[config.mk]
export PLATFORM = sky130hd
export DESIGN_NAME = xbar_regport_top
export DESIGN_NICKNAME = d
export VERILOG_FILES = /design/src/xbar_pkg.sv /design/src/xbar_regport_top.sv /design/src/xbar_resp_merge.sv /design/src/xbar_switch.sv /design/src/xbar_route_table.sv /design/src/xbar_regport_decode.sv
export VERILOG_INCLUDE_DIRS = /design/src
export SDC_FILE = /design/constraint.sdc
export NUM_CORES = 1
export LEC_CHECK = 0
export BUFFER_PORTS_ARGS = -buffer_cell sky130_fd_sc_hd__buf_2
export CAP_MARGIN = 40
export CORE_MARGIN = 2
export CORE_UTILIZATION = 46
export DETAILED_ROUTE_END_ITERATION = 10
export PLACE_DENSITY = 0.9
export SETUP_SLACK_MARGIN = 0.2
export SYNTH_ARGS = -nofsm -noshare
export SYNTH_HDL_FRONTEND = slang
export SYNTH_SLANG_ARGS = --single-unit
[constraint.sdc]
create_clock -name clk -period 7.2 [get_ports clk]
set_input_delay 0.72 -clock clk [delete_from_list [all_inputs] [get_ports clk]]
set_output_delay 0.72 -clock clk [all_outputs]
set_load 0.02 [all_outputs]
[src/xbar_defines.svh]
//******************************
// Crossbar register port parameters
// Port count, widths, register map and version
//******************************
`ifndef XBAR_DEFINES_SVH
`define XBAR_DEFINES_SVH

// Stream side
`define XBAR_NUM_PORTS   2
`define XBAR_DATA_WIDTH  32
`define XBAR_DST_WIDTH   8   // Destination in low bits of first beat
`define XBAR_TABLE_DEPTH 16
`define XBAR_TBL_IDX_W   4   // log2 of table depth, also lower nibble of dst

// Register port
`define XBAR_REG_AWIDTH  14
`define XBAR_REG_DWIDTH  32
`define XBAR_VERSION     32'd1

// Register map, byte addresses
`define XBAR_REG_VERSION    14'h000
`define XBAR_REG_NUM_PORTS  14'h004
`define XBAR_REG_LOCAL_ADDR 14'h008
`define XBAR_REG_TABLE_BASE 14'h040  // Entry n at base + 4*n

`endif
[src/xbar_pkg.sv]
//******************************
// Crossbar types
// Stream beat, register and settings bus structs
//******************************
`include "xbar_defines.svh"

package xbar_pkg;

  // One stream beat
  typedef struct packed {
    logic [`XBAR_DATA_WIDTH-1:0] data;
    logic                        last;
  } axis_beat_t;

  typedef struct packed {
    logic                        stb;
    logic [`XBAR_REG_AWIDTH-1:0] addr;
    logic [`XBAR_REG_DWIDTH-1:0] data;
  } reg_wr_t;

  typedef struct packed {
    logic                        stb;
    logic [`XBAR_REG_AWIDTH-1:0] addr;
  } reg_rd_t;

  typedef struct packed {
    logic                        valid;
    logic [`XBAR_REG_DWIDTH-1:0] data;
  } reg_resp_t;

  // Route table access, index is the word offset in the table window
  typedef struct packed {
    logic                        wr_stb;
    logic                        rd_stb;
    logic [`XBAR_TBL_IDX_W-1:0]  idx;
    logic [`XBAR_REG_DWIDTH-1:0] data;
  } set_bus_t;

  typedef logic [$clog2(`XBAR_NUM_PORTS)-1:0] port_idx_t;

endpackage

[src/xbar_regport_top.sv]
//******************************
// Crossbar with register port
// Decode, route table, switch, merge
//******************************
`timescale 1ns/1ps
`include "xbar_defines.svh"

module xbar_regport_top (
  input  logic                                       clk,
  input  logic                                       reset,
  input  xbar_pkg::reg_wr_t                          i_wr,
  input  xbar_pkg::reg_rd_t                          i_rd,
  output xbar_pkg::reg_resp_t                        o_resp,
  input  xbar_pkg::axis_beat_t [`XBAR_NUM_PORTS-1:0] i_s_beat,
  input  logic [`XBAR_NUM_PORTS-1:0]                 i_s_valid,
  output logic [`XBAR_NUM_PORTS-1:0]                 o_s_ready,
  output xbar_pkg::axis_beat_t [`XBAR_NUM_PORTS-1:0] o_m_beat,
  output logic [`XBAR_NUM_PORTS-1:0]                 o_m_valid,
  input  logic [`XBAR_NUM_PORTS-1:0]                 i_m_ready
);
  import xbar_pkg::*;

  set_bus_t                                        set_bus;
  reg_resp_t                                       glob_resp;
  reg_resp_t                                       tbl_resp;
  logic [3:0]                                      local_addr;
  logic [`XBAR_NUM_PORTS-1:0][`XBAR_TBL_IDX_W-1:0] lookup_idx;
  port_idx_t [`XBAR_NUM_PORTS-1:0]                 lookup_port;

  xbar_regport_decode u_decode (
    .clk          (clk),
    .reset        (reset),
    .i_wr         (i_wr),
    .i_rd         (i_rd),
    .o_set        (set_bus),
    .o_glob_resp  (glob_resp),
    .o_local_addr (local_addr)
  );

  xbar_route_table u_route_table (
    .clk           (clk),
    .reset         (reset),
    .i_set         (set_bus),
    .o_tbl_resp    (tbl_resp),
    .i_lookup_idx  (lookup_idx),
    .o_lookup_port (lookup_port)
  );

  xbar_switch u_switch (
    .clk           (clk),
    .reset         (reset),
    .i_beat        (i_s_beat),
    .i_valid       (i_s_valid),
    .o_ready       (o_s_ready),
    .o_beat        (o_m_beat),
    .o_valid       (o_m_valid),
    .i_ready       (i_m_ready),
    .i_local_addr  (local_addr),
    .o_lookup_idx  (lookup_idx),
    .i_lookup_port (lookup_port)
  );

  xbar_resp_merge u_resp_merge (
    .clk         (clk),
    .reset       (reset),
    .i_glob_resp (glob_resp),
    .i_tbl_resp  (tbl_resp),
    .o_resp      (o_resp)
  );

endmodule

[src/xbar_resp_merge.sv]
//******************************
// Read response merge
// One registered response channel
//******************************
`timescale 1ns/1ps

module xbar_resp_merge (
  input  logic                clk,
  input  logic                reset,
  input  xbar_pkg::reg_resp_t i_glob_resp,
  input  xbar_pkg::reg_resp_t i_tbl_resp,
  output xbar_pkg::reg_resp_t o_resp
);
  import xbar_pkg::*;

  reg_resp_t resp_q;

  always_ff @(posedge clk) begin
    if (reset)
      resp_q.valid <= 1'b0;
    else
      resp_q.valid <= i_glob_resp.valid || i_tbl_resp.valid;  // Single cycle
  end

  // Data follows whichever source answered
  always_ff @(posedge clk) begin
    if (i_glob_resp.valid)
      resp_q.data <= i_glob_resp.data;
    else if (i_tbl_resp.valid)
      resp_q.data <= i_tbl_resp.data;
  end

  assign o_resp = resp_q;

  // Decode sends each read to one source only
  a_no_overlap: assert property (@(posedge clk) disable iff (reset)
    !(i_glob_resp.valid && i_tbl_resp.valid))
    else $error("global and table responses valid together");

endmodule

[src/xbar_switch.sv]
//******************************
// Packet switch
// Round-robin per output, packet lock
//******************************
`timescale 1ns/1ps
`include "xbar_defines.svh"

module xbar_switch (
  input  logic                                              clk,
  input  logic                                              reset,
  input  xbar_pkg::axis_beat_t [`XBAR_NUM_PORTS-1:0]        i_beat,
  input  logic [`XBAR_NUM_PORTS-1:0]                        i_valid,
  output logic [`XBAR_NUM_PORTS-1:0]                        o_ready,
  output xbar_pkg::axis_beat_t [`XBAR_NUM_PORTS-1:0]        o_beat,
  output logic [`XBAR_NUM_PORTS-1:0]                        o_valid,
  input  logic [`XBAR_NUM_PORTS-1:0]                        i_ready,
  input  logic [3:0]                                        i_local_addr,
  output logic [`XBAR_NUM_PORTS-1:0][`XBAR_TBL_IDX_W-1:0]   o_lookup_idx,
  input  xbar_pkg::port_idx_t [`XBAR_NUM_PORTS-1:0]         i_lookup_port
);
  import xbar_pkg::*;

  localparam int N = `XBAR_NUM_PORTS;

  logic [N-1:0]                     sop_q;     // Next beat starts a packet
  logic [N-1:0][`XBAR_DST_WIDTH-1:0] dst;
  port_idx_t [N-1:0]                dest_port;
  logic [N-1:0][N-1:0]              req;       // [output][input]
  logic [N-1:0][N-1:0]              in_gnt;    // [input][output]
  logic [N-1:0]                     lock_q;
  port_idx_t [N-1:0]                grant_q;
  port_idx_t [N-1:0]                rr_ptr_q;
  port_idx_t [N-1:0]                gnt_idx;
  logic [N-1:0]                     gnt_valid;
  logic [N-1:0]                     xfer_last;

  function automatic port_idx_t next_idx(input port_idx_t idx);
    return port_idx_t'((int'(idx) + 1) % N);
  endfunction

  // Destination from the first beat
  always_comb begin
    for (int i = 0; i < N; i++) begin
      dst[i]          = i_beat[i].data[`XBAR_DST_WIDTH-1:0];
      o_lookup_idx[i] = dst[i][`XBAR_TBL_IDX_W-1:0];
      if (dst[i][`XBAR_DST_WIDTH-1:`XBAR_TBL_IDX_W] == i_local_addr)
        dest_port[i] = i_lookup_port[i];
      else
        dest_port[i] = '0;  // Off-node traffic goes to the uplink
    end
  end

  always_comb begin
    for (int o = 0; o < N; o++)
      for (int i = 0; i < N; i++)
        req[o][i] = i_valid[i] && sop_q[i] && (dest_port[i] == port_idx_t'(o));
  end

  // Grant held while locked or taken by the first requester from the pointer
  always_comb begin
    port_idx_t cand;
    cand = '0;
    for (int o = 0; o < N; o++) begin
      gnt_idx[o]   = lock_q[o] ? grant_q[o] : rr_ptr_q[o];
      gnt_valid[o] = lock_q[o];
      if (!lock_q[o]) begin
        for (int k = N - 1; k >= 0; k--) begin
          cand = port_idx_t'((int'(rr_ptr_q[o]) + k) % N);
          if (req[o][cand]) begin
            gnt_idx[o]   = cand;
            gnt_valid[o] = 1'b1;
          end
        end
      end
    end
  end

  always_comb begin
    for (int i = 0; i < N; i++)
      for (int o = 0; o < N; o++)
        in_gnt[i][o] = gnt_valid[o] && (gnt_idx[o] == port_idx_t'(i));
    for (int o = 0; o < N; o++) begin
      o_beat[o]    = i_beat[gnt_idx[o]];
      o_valid[o]   = gnt_valid[o] && i_valid[gnt_idx[o]];
      xfer_last[o] = o_valid[o] && i_ready[o] && o_beat[o].last;
    end
    for (int i = 0; i < N; i++)
      o_ready[i] = |(in_gnt[i] & i_ready);  // Only the granted output can pull
  end

  always_ff @(posedge clk) begin
    if (reset) begin
      sop_q <= '1;
    end else begin
      for (int i = 0; i < N; i++)
        if (i_valid[i] && o_ready[i])
          sop_q[i] <= i_beat[i].last;
    end
  end

  always_ff @(posedge clk) begin
    if (reset) begin
      lock_q   <= '0;
      grant_q  <= '0;
      rr_ptr_q <= '0;
    end else begin
      for (int o = 0; o < N; o++) begin
        if (!lock_q[o])
          grant_q[o] <= gnt_idx[o];
        if (xfer_last[o]) begin
          lock_q[o]   <= 1'b0;
          rr_ptr_q[o] <= next_idx(gnt_idx[o]);  // Skip past input just served
        end else if (gnt_valid[o]) begin
          lock_q[o] <= 1'b1;                    // Also holds grant through a stall
        end
      end
    end
  end

  for (genvar gi = 0; gi < N; gi++) begin : g_in_chk
    a_one_output: assert property (@(posedge clk) disable iff (reset)
      $onehot0(in_gnt[gi]))
      else $error("input %0d granted to more than one output", gi);
  end

  for (genvar go = 0; go < N; go++) begin : g_out_chk
    a_lock_hold: assert property (@(posedge clk) disable iff (reset)
      gnt_valid[go] && !xfer_last[go] |=> gnt_valid[go] && $stable(gnt_idx[go]))
      else $error("output %0d grant changed inside a packet", go);
  end

endmodule

[src/xbar_route_table.sv]
//******************************
// Route table
// Settings bus access and lookup
//******************************
`timescale 1ns/1ps
`include "xbar_defines.svh"

module xbar_route_table (
  input  logic                                              clk,
  input  logic                                              reset,
  input  xbar_pkg::set_bus_t                                i_set,
  output xbar_pkg::reg_resp_t                               o_tbl_resp,
  input  logic [`XBAR_NUM_PORTS-1:0][`XBAR_TBL_IDX_W-1:0]   i_lookup_idx,
  output xbar_pkg::port_idx_t [`XBAR_NUM_PORTS-1:0]         o_lookup_port
);
  import xbar_pkg::*;

  localparam int PW = $bits(port_idx_t);

  port_idx_t table_q [`XBAR_TABLE_DEPTH];
  reg_resp_t resp_q;

  // Entries reset to uplink
  always_ff @(posedge clk) begin
    if (reset) begin
      for (int n = 0; n < `XBAR_TABLE_DEPTH; n++)
        table_q[n] <= '0;
    end else if (i_set.wr_stb) begin
      table_q[i_set.idx] <= i_set.data[PW-1:0];
    end
  end

  always_ff @(posedge clk) begin
    if (reset)
      resp_q.valid <= 1'b0;
    else
      resp_q.valid <= i_set.rd_stb;
  end

  // Read-back, zero-extended
  always_ff @(posedge clk) begin
    if (i_set.rd_stb)
      resp_q.data <= {{(`XBAR_REG_DWIDTH-PW){1'b0}}, table_q[i_set.idx]};
  end

  assign o_tbl_resp = resp_q;

  // One lookup per input, all in parallel
  always_comb begin
    for (int i = 0; i < `XBAR_NUM_PORTS; i++)
      o_lookup_port[i] = table_q[i_lookup_idx[i]];
  end

endmodule

[src/xbar_regport_decode.sv]
//******************************
// Register port decode
// Global registers and route table window
//******************************
`timescale 1ns/1ps
`include "xbar_defines.svh"

module xbar_regport_decode (
  input  logic                clk,
  input  logic                reset,
  input  xbar_pkg::reg_wr_t   i_wr,
  input  xbar_pkg::reg_rd_t   i_rd,
  output xbar_pkg::set_bus_t  o_set,
  output xbar_pkg::reg_resp_t o_glob_resp,
  output logic [3:0]          o_local_addr
);
  import xbar_pkg::*;

  logic [3:0] local_addr_q;
  reg_resp_t  glob_resp_q;
  set_bus_t   set_d;
  logic       wr_tbl;
  logic       rd_tbl;

  // Word-aligned hit inside the table window
  function automatic logic tbl_hit(input logic [`XBAR_REG_AWIDTH-1:0] addr);
    return (addr >= `XBAR_REG_TABLE_BASE) &&
           (addr < `XBAR_REG_TABLE_BASE + 4 * `XBAR_TABLE_DEPTH) &&
           (addr[1:0] == 2'b00);
  endfunction

  function automatic logic [`XBAR_TBL_IDX_W-1:0] tbl_idx(
    input logic [`XBAR_REG_AWIDTH-1:0] addr
  );
    logic [`XBAR_REG_AWIDTH-1:0] offs;
    offs = addr - `XBAR_REG_TABLE_BASE;
    return offs[`XBAR_TBL_IDX_W+1:2];
  endfunction

  function automatic logic glob_hit(input logic [`XBAR_REG_AWIDTH-1:0] addr);
    return (addr == `XBAR_REG_VERSION) || (addr == `XBAR_REG_NUM_PORTS) ||
           (addr == `XBAR_REG_LOCAL_ADDR);
  endfunction

  assign wr_tbl = i_wr.stb && tbl_hit(i_wr.addr);
  assign rd_tbl = i_rd.stb && tbl_hit(i_rd.addr) && !wr_tbl;  // Write wins a same-cycle clash

  always_comb begin
    set_d.wr_stb = wr_tbl;
    set_d.rd_stb = rd_tbl;
    set_d.idx    = wr_tbl ? tbl_idx(i_wr.addr) : tbl_idx(i_rd.addr);
    set_d.data   = i_wr.data;
  end

  always_ff @(posedge clk) begin
    if (reset) begin
      local_addr_q      <= '0;
      glob_resp_q.valid <= 1'b0;
    end else begin
      if (i_wr.stb && (i_wr.addr == `XBAR_REG_LOCAL_ADDR))
        local_addr_q <= i_wr.data[3:0];
      glob_resp_q.valid <= i_rd.stb && glob_hit(i_rd.addr);  // Unmapped reads die here
    end
  end

  // Read data
  always_ff @(posedge clk) begin
    case (i_rd.addr)
      `XBAR_REG_VERSION:   glob_resp_q.data <= `XBAR_VERSION;
      `XBAR_REG_NUM_PORTS: glob_resp_q.data <= `XBAR_REG_DWIDTH'(`XBAR_NUM_PORTS);
      default:             glob_resp_q.data <= {{(`XBAR_REG_DWIDTH-4){1'b0}}, local_addr_q};
    endcase
  end

  assign o_set        = set_d;
  assign o_glob_resp  = glob_resp_q;
  assign o_local_addr = local_addr_q;

endmodule

[After elaboration in Yosys (flattened, before gate mapping)]
Memories as Yosys holds them, arrays and structs flattened. A register that Yosys moved wholly into a read port is not among the register bits.
Cells that the tools add are included.
Word-level totals
  register bits after elaboration: 51
  memories: 1
  input port bits: 134
  memory bits (writable): 16
Operators by class
  bitwise gates (word level): 6
  add/sub/neg operators: 6
  mux-type cells: 44
  reductions and logical operators: 40
  $lt $le $gt $ge: 10
  eq/ne operators: 5
Memory list
  u_route_table.table_q: depth 16, bits a word 1, rd ports 3, clocked after memory_dff 1, write ports 16, RTL line xbar_route_table.sv:20  | port_idx_t table_q [`XBAR_TABLE_DEPTH];
Operators with widths (number)
  2-to-1 mux 33 bit: 4
  2-to-1 mux 32 bit: 2
  2-to-1 mux 1 bit: 35
  == test 14 x 4 -> 1 bit (second input constant): 2
  greater-or-equal comparator 14 x 7 -> 1 bit (second input constant): 2
  less-than comparator 14 x 8 -> 1 bit (second input constant): 2
  logical AND 1 bit: 27
  == test 14 x 3 -> 1 bit (second input constant): 1
  zero test 14 bit: 1
  less-than comparator 1 x 2 -> 1 bit (second input constant): 6
  subtractor 6 x 1 -> 6 bit (second input constant): 2
  == test 4 bit: 2
  2-to-1 mux 4 bit: 2
  one-hot mux 4 bit (2 select lines): 1
  OR reduction 2 bit: 4
  adder 1 bit (second input constant): 4
  bitwise AND 2 bit: 2
  zero test 2 bit: 2
  NOT 1 bit: 4
  logical OR 1 bit: 3
  nonzero test 2 bit: 1
  zero test 1 bit: 1
  OR reduction 1 bit: 1

[Logic depth before layout (Yosys ltp)]
Gate-level depths: netlist of the first run.
  word-level depth: 15
  depth in mapped cells: 10

[Cells and area by module]
From an unflattened synthesis of the first run, not the netlist that was laid out.
Second synthesis, totals
  cells, all modules: 488
  area total of the unflattened synthesis: 5711.7 sq um
By module, submodules not included
  xbar_switch: area an instance 1794.2 sq um, cells each 183, seq. area each 160.2 sq um, times used 1
  xbar_resp_merge: area an instance 1534.0 sq um, cells each 71, seq. area each 980.9 sq um, times used 1
  xbar_route_table: area an instance 1440.1 sq um, cells each 126, seq. area each 530.5 sq um, times used 1
  xbar_regport_decode: area an instance 943.4 sq um, cells each 108, seq. area each 180.2 sq um, times used 1

[Worst setup path after synthesis of the first run]
No wires, ideal clock.
  kind: input -> output
  start: input port i_s_beat[1] (netlist bit)
  end: output port o_s_ready[0]
  stages: 10
  required time: 6.480 ns
  arrival: 2.887 ns
  path slack: 3.593 ns
  buffers on the path: 2
  cells stage by stage: buf_4 -> mux2i_1 -> a32o_1 -> or4_4 -> a21oi_4 -> a21oi_1 -> nor3_4 -> buf_2 -> inv_1 -> o22ai_1
On the way
  longest elaborated chain between the ends: 13
  elaborated cells on any way between the ends: 31
Ends and longest elaborated chain
  start, declared: RTL line xbar_regport_top.sv:14  | input xbar_pkg::axis_beat_t [`XBAR_NUM_PORTS-1:0] i_s_beat,
  memory read (16 x 1 bit) *
  2-to-1 mux 1 bit *: RTL line xbar_switch.sv:46  | if (dst[i][`XBAR_DST_WIDTH-1:`XBAR_TBL_IDX_W] == i_local_addr)
  NOT 1 bit: RTL line xbar_switch.sv:56  | req[o][i] = i_valid[i] && sop_q[i] && (dest_port[i] == port_idx_t'(o));
  logical AND 1 bit: RTL line xbar_switch.sv:56
  2-to-1 mux 1 bit (implied by the code) (2 in a row): RTL line xbar_switch.sv:69  | if (req[o][cand]) begin
  2-to-1 mux 1 bit (2 in a row): RTL line xbar_switch.sv:69
  2-to-1 mux 1 bit: RTL line xbar_switch.sv:66  | if (!lock_q[o]) begin
  NOT 1 bit: RTL line xbar_switch.sv:81  | in_gnt[i][o] = gnt_valid[o] && (gnt_idx[o] == port_idx_t'(i));
  logical AND 1 bit: RTL line xbar_switch.sv:81
  bitwise AND 2 bit *: RTL line xbar_switch.sv:88  | o_ready[i] = |(in_gnt[i] & i_ready);
  OR reduction 2 bit *: RTL line xbar_switch.sv:88
  end, declared: RTL line xbar_regport_top.sv:16  | output logic [`XBAR_NUM_PORTS-1:0] o_s_ready,
Every way passes the cells marked *; elsewhere a longest branch is shown, timed or not. The select of a mux whose other input is x is not followed.

==> results.md, run 1 <==
- Via count: 3,452
- Share of layout cells above drive strength 1: 49.5%
- Power density over the cells: 170 nW/um^2
- I/O Pins: 237
- Area delta synth->final: 27.6%
- Final Cycle Share: 65.2%
- DRT Pass-1 Iters: 4
- Leakage: 0.00207 uW
- Most frequent cell after synthesis: mux2_2
- Layout Skew: 0.0112 ns
- Residual DRC: 0
- Max incr delay on CP: 0.54 ns
- Starting density of the core: 46.6%
- Ys Warns: 0
- Share of flip-flops with an asynchronous set or reset: 0%
- Final wirelength: 10,700 um
- CORE AREA: 7610 um^2
- Setup crit start kind: input pin
- CTS Buf Count: 5
- Post-Syn Instances: 365
- H-Tree Level Count: 2
- Max Clk Rate: 213 MHz
- Dpl cells: 633
- Max Root-Sink Buffers: 2
- Post-Syn Area: 3540 um^2
- CP Capture Type: primary output
- Hold Fails Final Rpt: 0
- Clock root buffer: clkbuf_8
- Register area share after synthesis: 28.5%
- Rel. slew slack: 46.1%
- Total gr overflow: 0
- Hold_buf cts: 0
- Ant diodes: 0
- Crit-path max FO: 31
- GR Util All Layers: 24.2%
- Sw frac: 37.7%
- Tmin final: 4.69 ns
- Slew Limit Fails: 0
- Distinct cells, synth: 50
- Port buffer count: 180
- Cell Rows: 32
- R2r setup slk: 3.98 ns
- Initial antenna violation count: 0
- RSZ-0062 raised after global routing: false
- Synth area leaders: mux2_2 (21%), edfxtp_1 (18%), mux2i_1 (11%)
- Critical path's most frequent cell: buf_2
- First-pass GRT wire length: 16,500 um
- Chip height: 91.8 um
- VDD IR max: 77.4 uV
- Cell taking the most area after synthesis: mux2_2
- # clock sinks: 40
- Sequential share of power: 33.3%
- Pin count of the biggest net entering global routing: 41
- MaxCap Viol Count: 0
- Die Area: 8420 um^2
- Most frequent cells after synthesis: mux2_2 (66), mux2i_1 (40), nor2_1 (36)
- Finished Layout Cells: 641
- Hold_ws: 0.520 ns
- DRT iter0 DRCs: 152
- Worst path bufs/invs: 3
- Hold WC Path Type: flip-flop to flip-flop
- Setup TNS: 0 ns
- Synth Register Bits: 40
- Crit-path slowest cell: nor3_1
- Status: completed
- Ordered list of cells on the worst path: buf_2 > mux2i_1 > nand3_1 > and4_1 > nor3_1 > a2111oi_2 > nor3_4 > buf_4 > mux2_2 > buf_2
- Top cell type's share of synthesized area: 21.0%
- DR vias/cell: 5.39
- CTS tree: built
- Clk_lat worst skew: 0.29 ns
- Slew @ Worst Pin: 0.802 ns
- Worst endpoint data arrival time: 3.97 ns
- Int Power: 478 uW
- Post-CTS sizing: 0
- Via count of the first global-routing pass: 3,362
- Psw: 289 uW
- Post-CTS setup buffers: 0
- Final HPWL DP: 8540 um
- Combinational share of power: 44.1%
- Clock share of power: 22.6%
- Critical path class: input pin to primary output
- Clk slew on worst S/H paths: 0.08 ns
- EDFF count, synth: 21
- Critical Path RT: 6.48 ns
- Final setup vio count: 0
- ANT nets after route: 0
- Die W: 91.8 um
- Mapped Avg Cell Area: 9.71 um^2
- Cell family with most CP delay: simple AND/OR/NAND/NOR gates
- Final GP Congestion: 0.891
- Final nets: 672
- WL per Instance: 16.7 um
- Total power: 767 uW
- Top_reg_cell synth: edfxtp_1
power by group through the flow:
stage	Clock, uW	Combinational [uW]	Sequential (uW)
final	173	339	256
after global routing	185	360	257
after CTS	175	339	255
after detailed placement	0	336	260
after global placement	0	327	259
after floorplan	0	241	257
cells in the final DEF (no fill, tap or decap), types with 4 or more instances in the layout:
cell	netlist	final
a21oi_1	4	4
and2_1	6	6
buf_2	10	180
clkbuf_8	0	5
conb_1	1	28
dfxtp_1	19	19
edfxtp_1	21	21
inv_1	5	5
mux2_1	5	5
mux2_2	66	66
mux2i_1	40	40
nand2_1	14	14
nand2b_1	5	5
nand3_1	4	4
nand3b_1	6	6
nand4_1	4	4
nor2_1	36	36
nor2b_1	9	9
nor3_1	7	7
nor4_1	4	4
o21ai_0	6	6
o21bai_1	18	18
xnor2_1	4	4
xor2_1	4	4
through the flow:
step	setup slack, ns	util (%)	area, um^2
floorplan	3.59	-	3640
global placement	2.71	57.7	4390
detailed placement	2.57	58.0	4410
CTS	2.56	59.5	4520
global route	2.32	59.5	4520
finish	2.51	59.5	4520
layout make-up:
type	count	area [um^2]
clock buffers	6	93.8
clock inverters	2	17.5
fillers	630	3080
inverters	5	18.8
multi-input cells	302	2320
flip-flops and latches	40	1010
well taps	102	128
repair buffers	184	935
kinds of logic (layout without fill, tap and decap cells):
kind of cell | after synthesis | in the layout | synth area share [%]
AOI/OAI and AO/OA | 44 | 44 | 9.39
xor gates and xnor gates | 8 | 8 | 1.98
buffers and inverters | 50 | 197 | 9.04
DFF | 40 | 40 | 28.5
muxes | 112 | 112 | 34.3
other | 1 | 28 | 0.106
and+or+nand+nor | 110 | 110 | 16.7
flip-flops by register name, indices dropped and copies added (netlist names):
signal / cells
u_decode.o_glob_resp: 5
u_resp_merge.o_resp: 5
u_switch.rr_ptr_q: 2
u_decode.o_local_addr: 4
u_route_table.o_tbl_resp: 2
u_route_table.table_q: 16
u_switch.sop_q: 2
u_switch.lock_q: 2
u_switch.grant_q: 2
final timing paths:
kind | from | to | cells after the start
max | i_s_beat[37] | o_m_beat[30] | 10
min | u_decode.o_glob_resp[1]$_DFF_P_ | u_resp_merge.o_resp[1]$_SDFFCE_PN0P_ | 1
max reg2reg | u_route_table.table_q[6]$_SDFFCE_PN0P_ | u_switch.lock_q[0]$_SDFFE_PP0N_ | 9
min reg2reg | u_decode.o_glob_resp[1]$_DFF_P_ | u_resp_merge.o_resp[1]$_SDFFCE_PN0P_ | 1
per-layer routing:
metal  wire, um  vias to the layer above  part of all wire [%]  track usage, %
li1           -                     1628                     -               -
met1       3930                     1622                    37            27.0
met2       5640                      173                    53            45.2
met3        785                       29                   7.3            4.35
met4        361                        0                   3.4            9.70
met5          0                        -                     0               0
(Power assumes the default switching activity.)
==> inputs of run 2 (changes only) <==
Settings changed: ABC_AREA set to 1, CORE_UTILIZATION 46 to 39, PLACE_DENSITY 0.9 to 0.81.
Clock period 7.2 ns to 4.25 ns, I/O delays scaled along.
==> results.md, run 2 <==
- VDD IR max: 174 uV (+120%)
- Area delta synth->final: 23.8%
- Die Area: 9980 um^2 (+18%)
- First-pass GRT wire length: 17,300 um (+4.8%)
- DR vias/cell: 4.90 (-8.9%)
- # clock sinks: 40 (unchanged)
- Worst Hold Path EP: u_decode.o_glob_resp[32]$_SDFF_PP0_
- Worst r2r src: u_decode.o_local_addr[2]$_SDFFE_PP0P_
- Final nets: 865 (+29%)
- Worst slack, placed: 0.934 ns (-1.64 ns)
- ANT nets after route: 0 (unchanged)
- EDFF count, synth: 21 (unchanged)
- Top reg by flops: u_route_table.table_q
- Register area share after synthesis: 28.2% (-0.34 points)
- Cell Rows: 34 (+6.3%)
- Post-Syn Instances: 568 (+56%)
- Critical path class: flip-flop to primary output
- Setup crit start kind: flip-flop
- Share of layout cells above drive strength 1: 29.0% (-21 points)
- Initial antenna violation count: 0 (unchanged)
- Final HPWL DP: 9040 um (+5.8%)
- Post-Syn Area: 3590 um^2 (+1.2%)
- Clk_lat worst skew: 0.30 ns (about the same)
- Worst setup slack after layout: 0.837 ns (-1.67 ns)
- Largest family of logic cells by synthesized area: simple AND/OR/NAND/NOR gates
- Crit-path slowest cell: nand2_2
- Hold_buf cts: 0 (unchanged)
- Worst r2r path cells: 11 (+2)
- Leakage: 0.00238 uW (+15%)
- WL per Instance: 13.3 um (-20%)
- Share of flip-flops with an asynchronous set or reset: 0% (unchanged)
- Distinct cells, synth: 37 (-26%)
- H-Tree Level Count: 2 (unchanged)
- Port buffer count: 180 (unchanged)
- Total power: 1190 uW (+55%)
- I/O Pins: 237 (unchanged)
- DRT Pass-1 Iters: 5 (+1)
- Pin count of the biggest net entering global routing: 53 (+29%)
- Post-CTS setup buffers: 0 (unchanged)
- Chip height: 99.9 um (+8.9%)
- Rel. slew slack: 46.0% (-0.17 points)
- Final wirelength: 11,200 um (+4.4%)
- Clk slew on worst S/H paths: 0.09 ns (about the same)
- Max Clk Rate: 293 MHz
- Compound-Gate Fraction of Synth Area: 17.0% (+7.6 points)
- Hold Path Depth: 2 (+1)
- RSZ-0062 raised after global routing: false
- Ant diodes: 0 (unchanged)
- Tmin final: 3.41 ns
- CTS Buf Count: 5 (unchanged)
- Die W: 99.9 um (+8.9%)
- Max FFs per register: 16 (unchanged)
- Synth area leaders: edfxtp_1 (18%), nand2_1 (14%), dfxtp_1 (11%)
- Hold WC Path Type: input pin to flip-flop
- Max incr delay on CP: 0.64 ns (+0.10 ns)
- Final setup vio count: 0 (unchanged)
- Critical path's most frequent cell: nand2_1
- MaxCap Viol Count: 0 (unchanged)
- CORE AREA: 8810 um^2 (+16%)
- XOR/XNOR Fraction of Synth Area: 1.71% (-0.27 points)
- Final GP Congestion: 0.918 (+3.0%)
- Post-CTS sizing: 0 (unchanged)
- Ordered list of cells on the worst path: xnor2_1 > nand2_1 > nor3_2 > nand4_2 > nand2_1 > nand3_1 > nand2_2 > buf_4 > nor2_1 > a21oi_1 > buf_2
- DRT iter0 DRCs: 333 (+120%)
- Layout Skew: 0.00871 ns (-0.00252 ns)
- Synth Area in Adders: 0% (unchanged)
- Status: completed
- Commonest non-fill, non-tap cells in the layout: buf_2 (180), nand2_1 (130), inv_1 (79)
- Critical Path RT: 3.83 ns (-2.65 ns)
- CP Capture Type: primary output
- Multiplexer share of the synthesized area: 0% (-34 points)
- Setup TNS: 0 ns (unchanged)
- Slew Limit Fails: 0 (unchanged)
- Total gr overflow: 0 (unchanged)
- Hold path startpoint: i_rd[3]
- Power density over the cells: 267 nW/um^2 (+58%)
- Cell taking the most area after synthesis: edfxtp_1
- Worst Setup SP: u_decode.o_local_addr[2]$_SDFFE_PP0P_
- Most common cell after layout, fill and taps aside: buf_2
- Via count: 4,119 (+19%)
- Most frequent cells after synthesis: nand2_1 (130), inv_1 (79), o21ai_0 (61)
- GR Util All Layers: 21.6% (-2.6 points)
- Final Cycle Share: 80.3%
- Via count of the first global-routing pass: 3,725 (+11%)
- Post-layout util: 50.4% (-9.1 points)
- Starting density of the core: 40.7% (-5.9 points)
- Residual DRC: 0 (unchanged)
- Ys Warns: 0 (unchanged)
- RR Endpoint: u_switch.lock_q[1]$_SDFFE_PP0N_
- Crit-path max FO: 49 (+58%)
- Top cell type's share of synthesized area: 17.6% (-3.4 points)
- Top_reg_cell synth: edfxtp_1
- Hold Fails Final Rpt: 0 (unchanged)
- Most frequent cell after synthesis: nand2_1
- Clock root buffer: clkbuf_8
- Post-Synth Simple-Gate Area: 33.3% (+17 points)
- Worst endpoint data arrival time: 2.99 ns (-0.98 ns)
- Slew @ Worst Pin: 0.808 ns (+0.00584 ns)
- Synth Register Bits: 40 (unchanged)
- CTS tree: built
- Max Root-Sink Buffers: 2 (unchanged)
- Mapped Avg Cell Area: 6.31 um^2 (-35%)
- R2r setup slk: 1.62 ns (-2.36 ns)
## run 2: cell count changes after synthesis, sizes merged, moves of 9 or more
cell / change
a21oi: +21
inv: +79
mux2: -71
mux2i: -41
nand2: +123
nand3: +37
nor2: +14
nor2b: -9
nor3: +19
o21ai: +67
o21bai: -18
## run 2: worst max path at each step
stage / end / slack (ns) / cells past startpoint
2_1_floorplan: o_m_beat[20] / 1.74 / 15
3_3_place_gp: o_m_beat[53] / 1.0 / 15
3_5_place_dp: o_m_beat[51] / 0.93 / 15
4_1_cts: o_m_beat[51] / 0.79 / 11
5_1_grt: o_m_beat[45] / 0.46 / 11
6_report: o_m_beat[55] / 0.84 / 11
## run 2: layout make-up
cell class | count | area, um^2
inverter | 85 | 319
timing repair buffer | 181 | 908
tap | 108 | 135
clock inverter | 2 | 13.8
clock buffer | 6 | 82.6
sequential | 40 | 1010
fill | 931 | 4370
multi-input combinational | 418 | 1970
## run 2: cell families after synthesis
family          count (synthesis)
flops                          40
compound gates                113
other cells                     1
xor+xnor                        7
simple gates                  270
buf+inv                       137
## run 2: report_power, final
part / switching [uW] / internal [uW] / leakage, uW
clock: 143 / 133 / 0.0000516
combinational: 336 / 151 / 0.00199
sequential: 6.44 / 418 / 0.000345
## run 2: critical path: cells and delay by family (launching register included)
family | cells | cell delay, ns
compound gates | 1 | 0.11
buf+inv | 2 | 0.55
flops | 1 | 0.43
xor+xnor | 1 | 0.15
simple gates | 7 | 1.44
## run 2: metrics by stage
stage | cell area, um^2 | cells | hold WS (ns)
after floorplan | 3690 | 595 | 0.429
after global placement | 4340 | 832 | 0.444
after detailed placement | 4340 | 832 | 0.455
after CTS | 4440 | 840 | 0.330
after global routing | 4440 | 840 | 0.338
final | 4440 | 840 | 0.337
## run 2: routing by layer
layer  share of wire [%]  vias to the layer above  GRT usage (%)
li1                    -                     2115              -
met1                  38                     1790           24.0
met2                  51                      190           40.3
met3                 9.3                       24           5.99
met4                 2.2                        0           6.22
met5                   0                        -              0
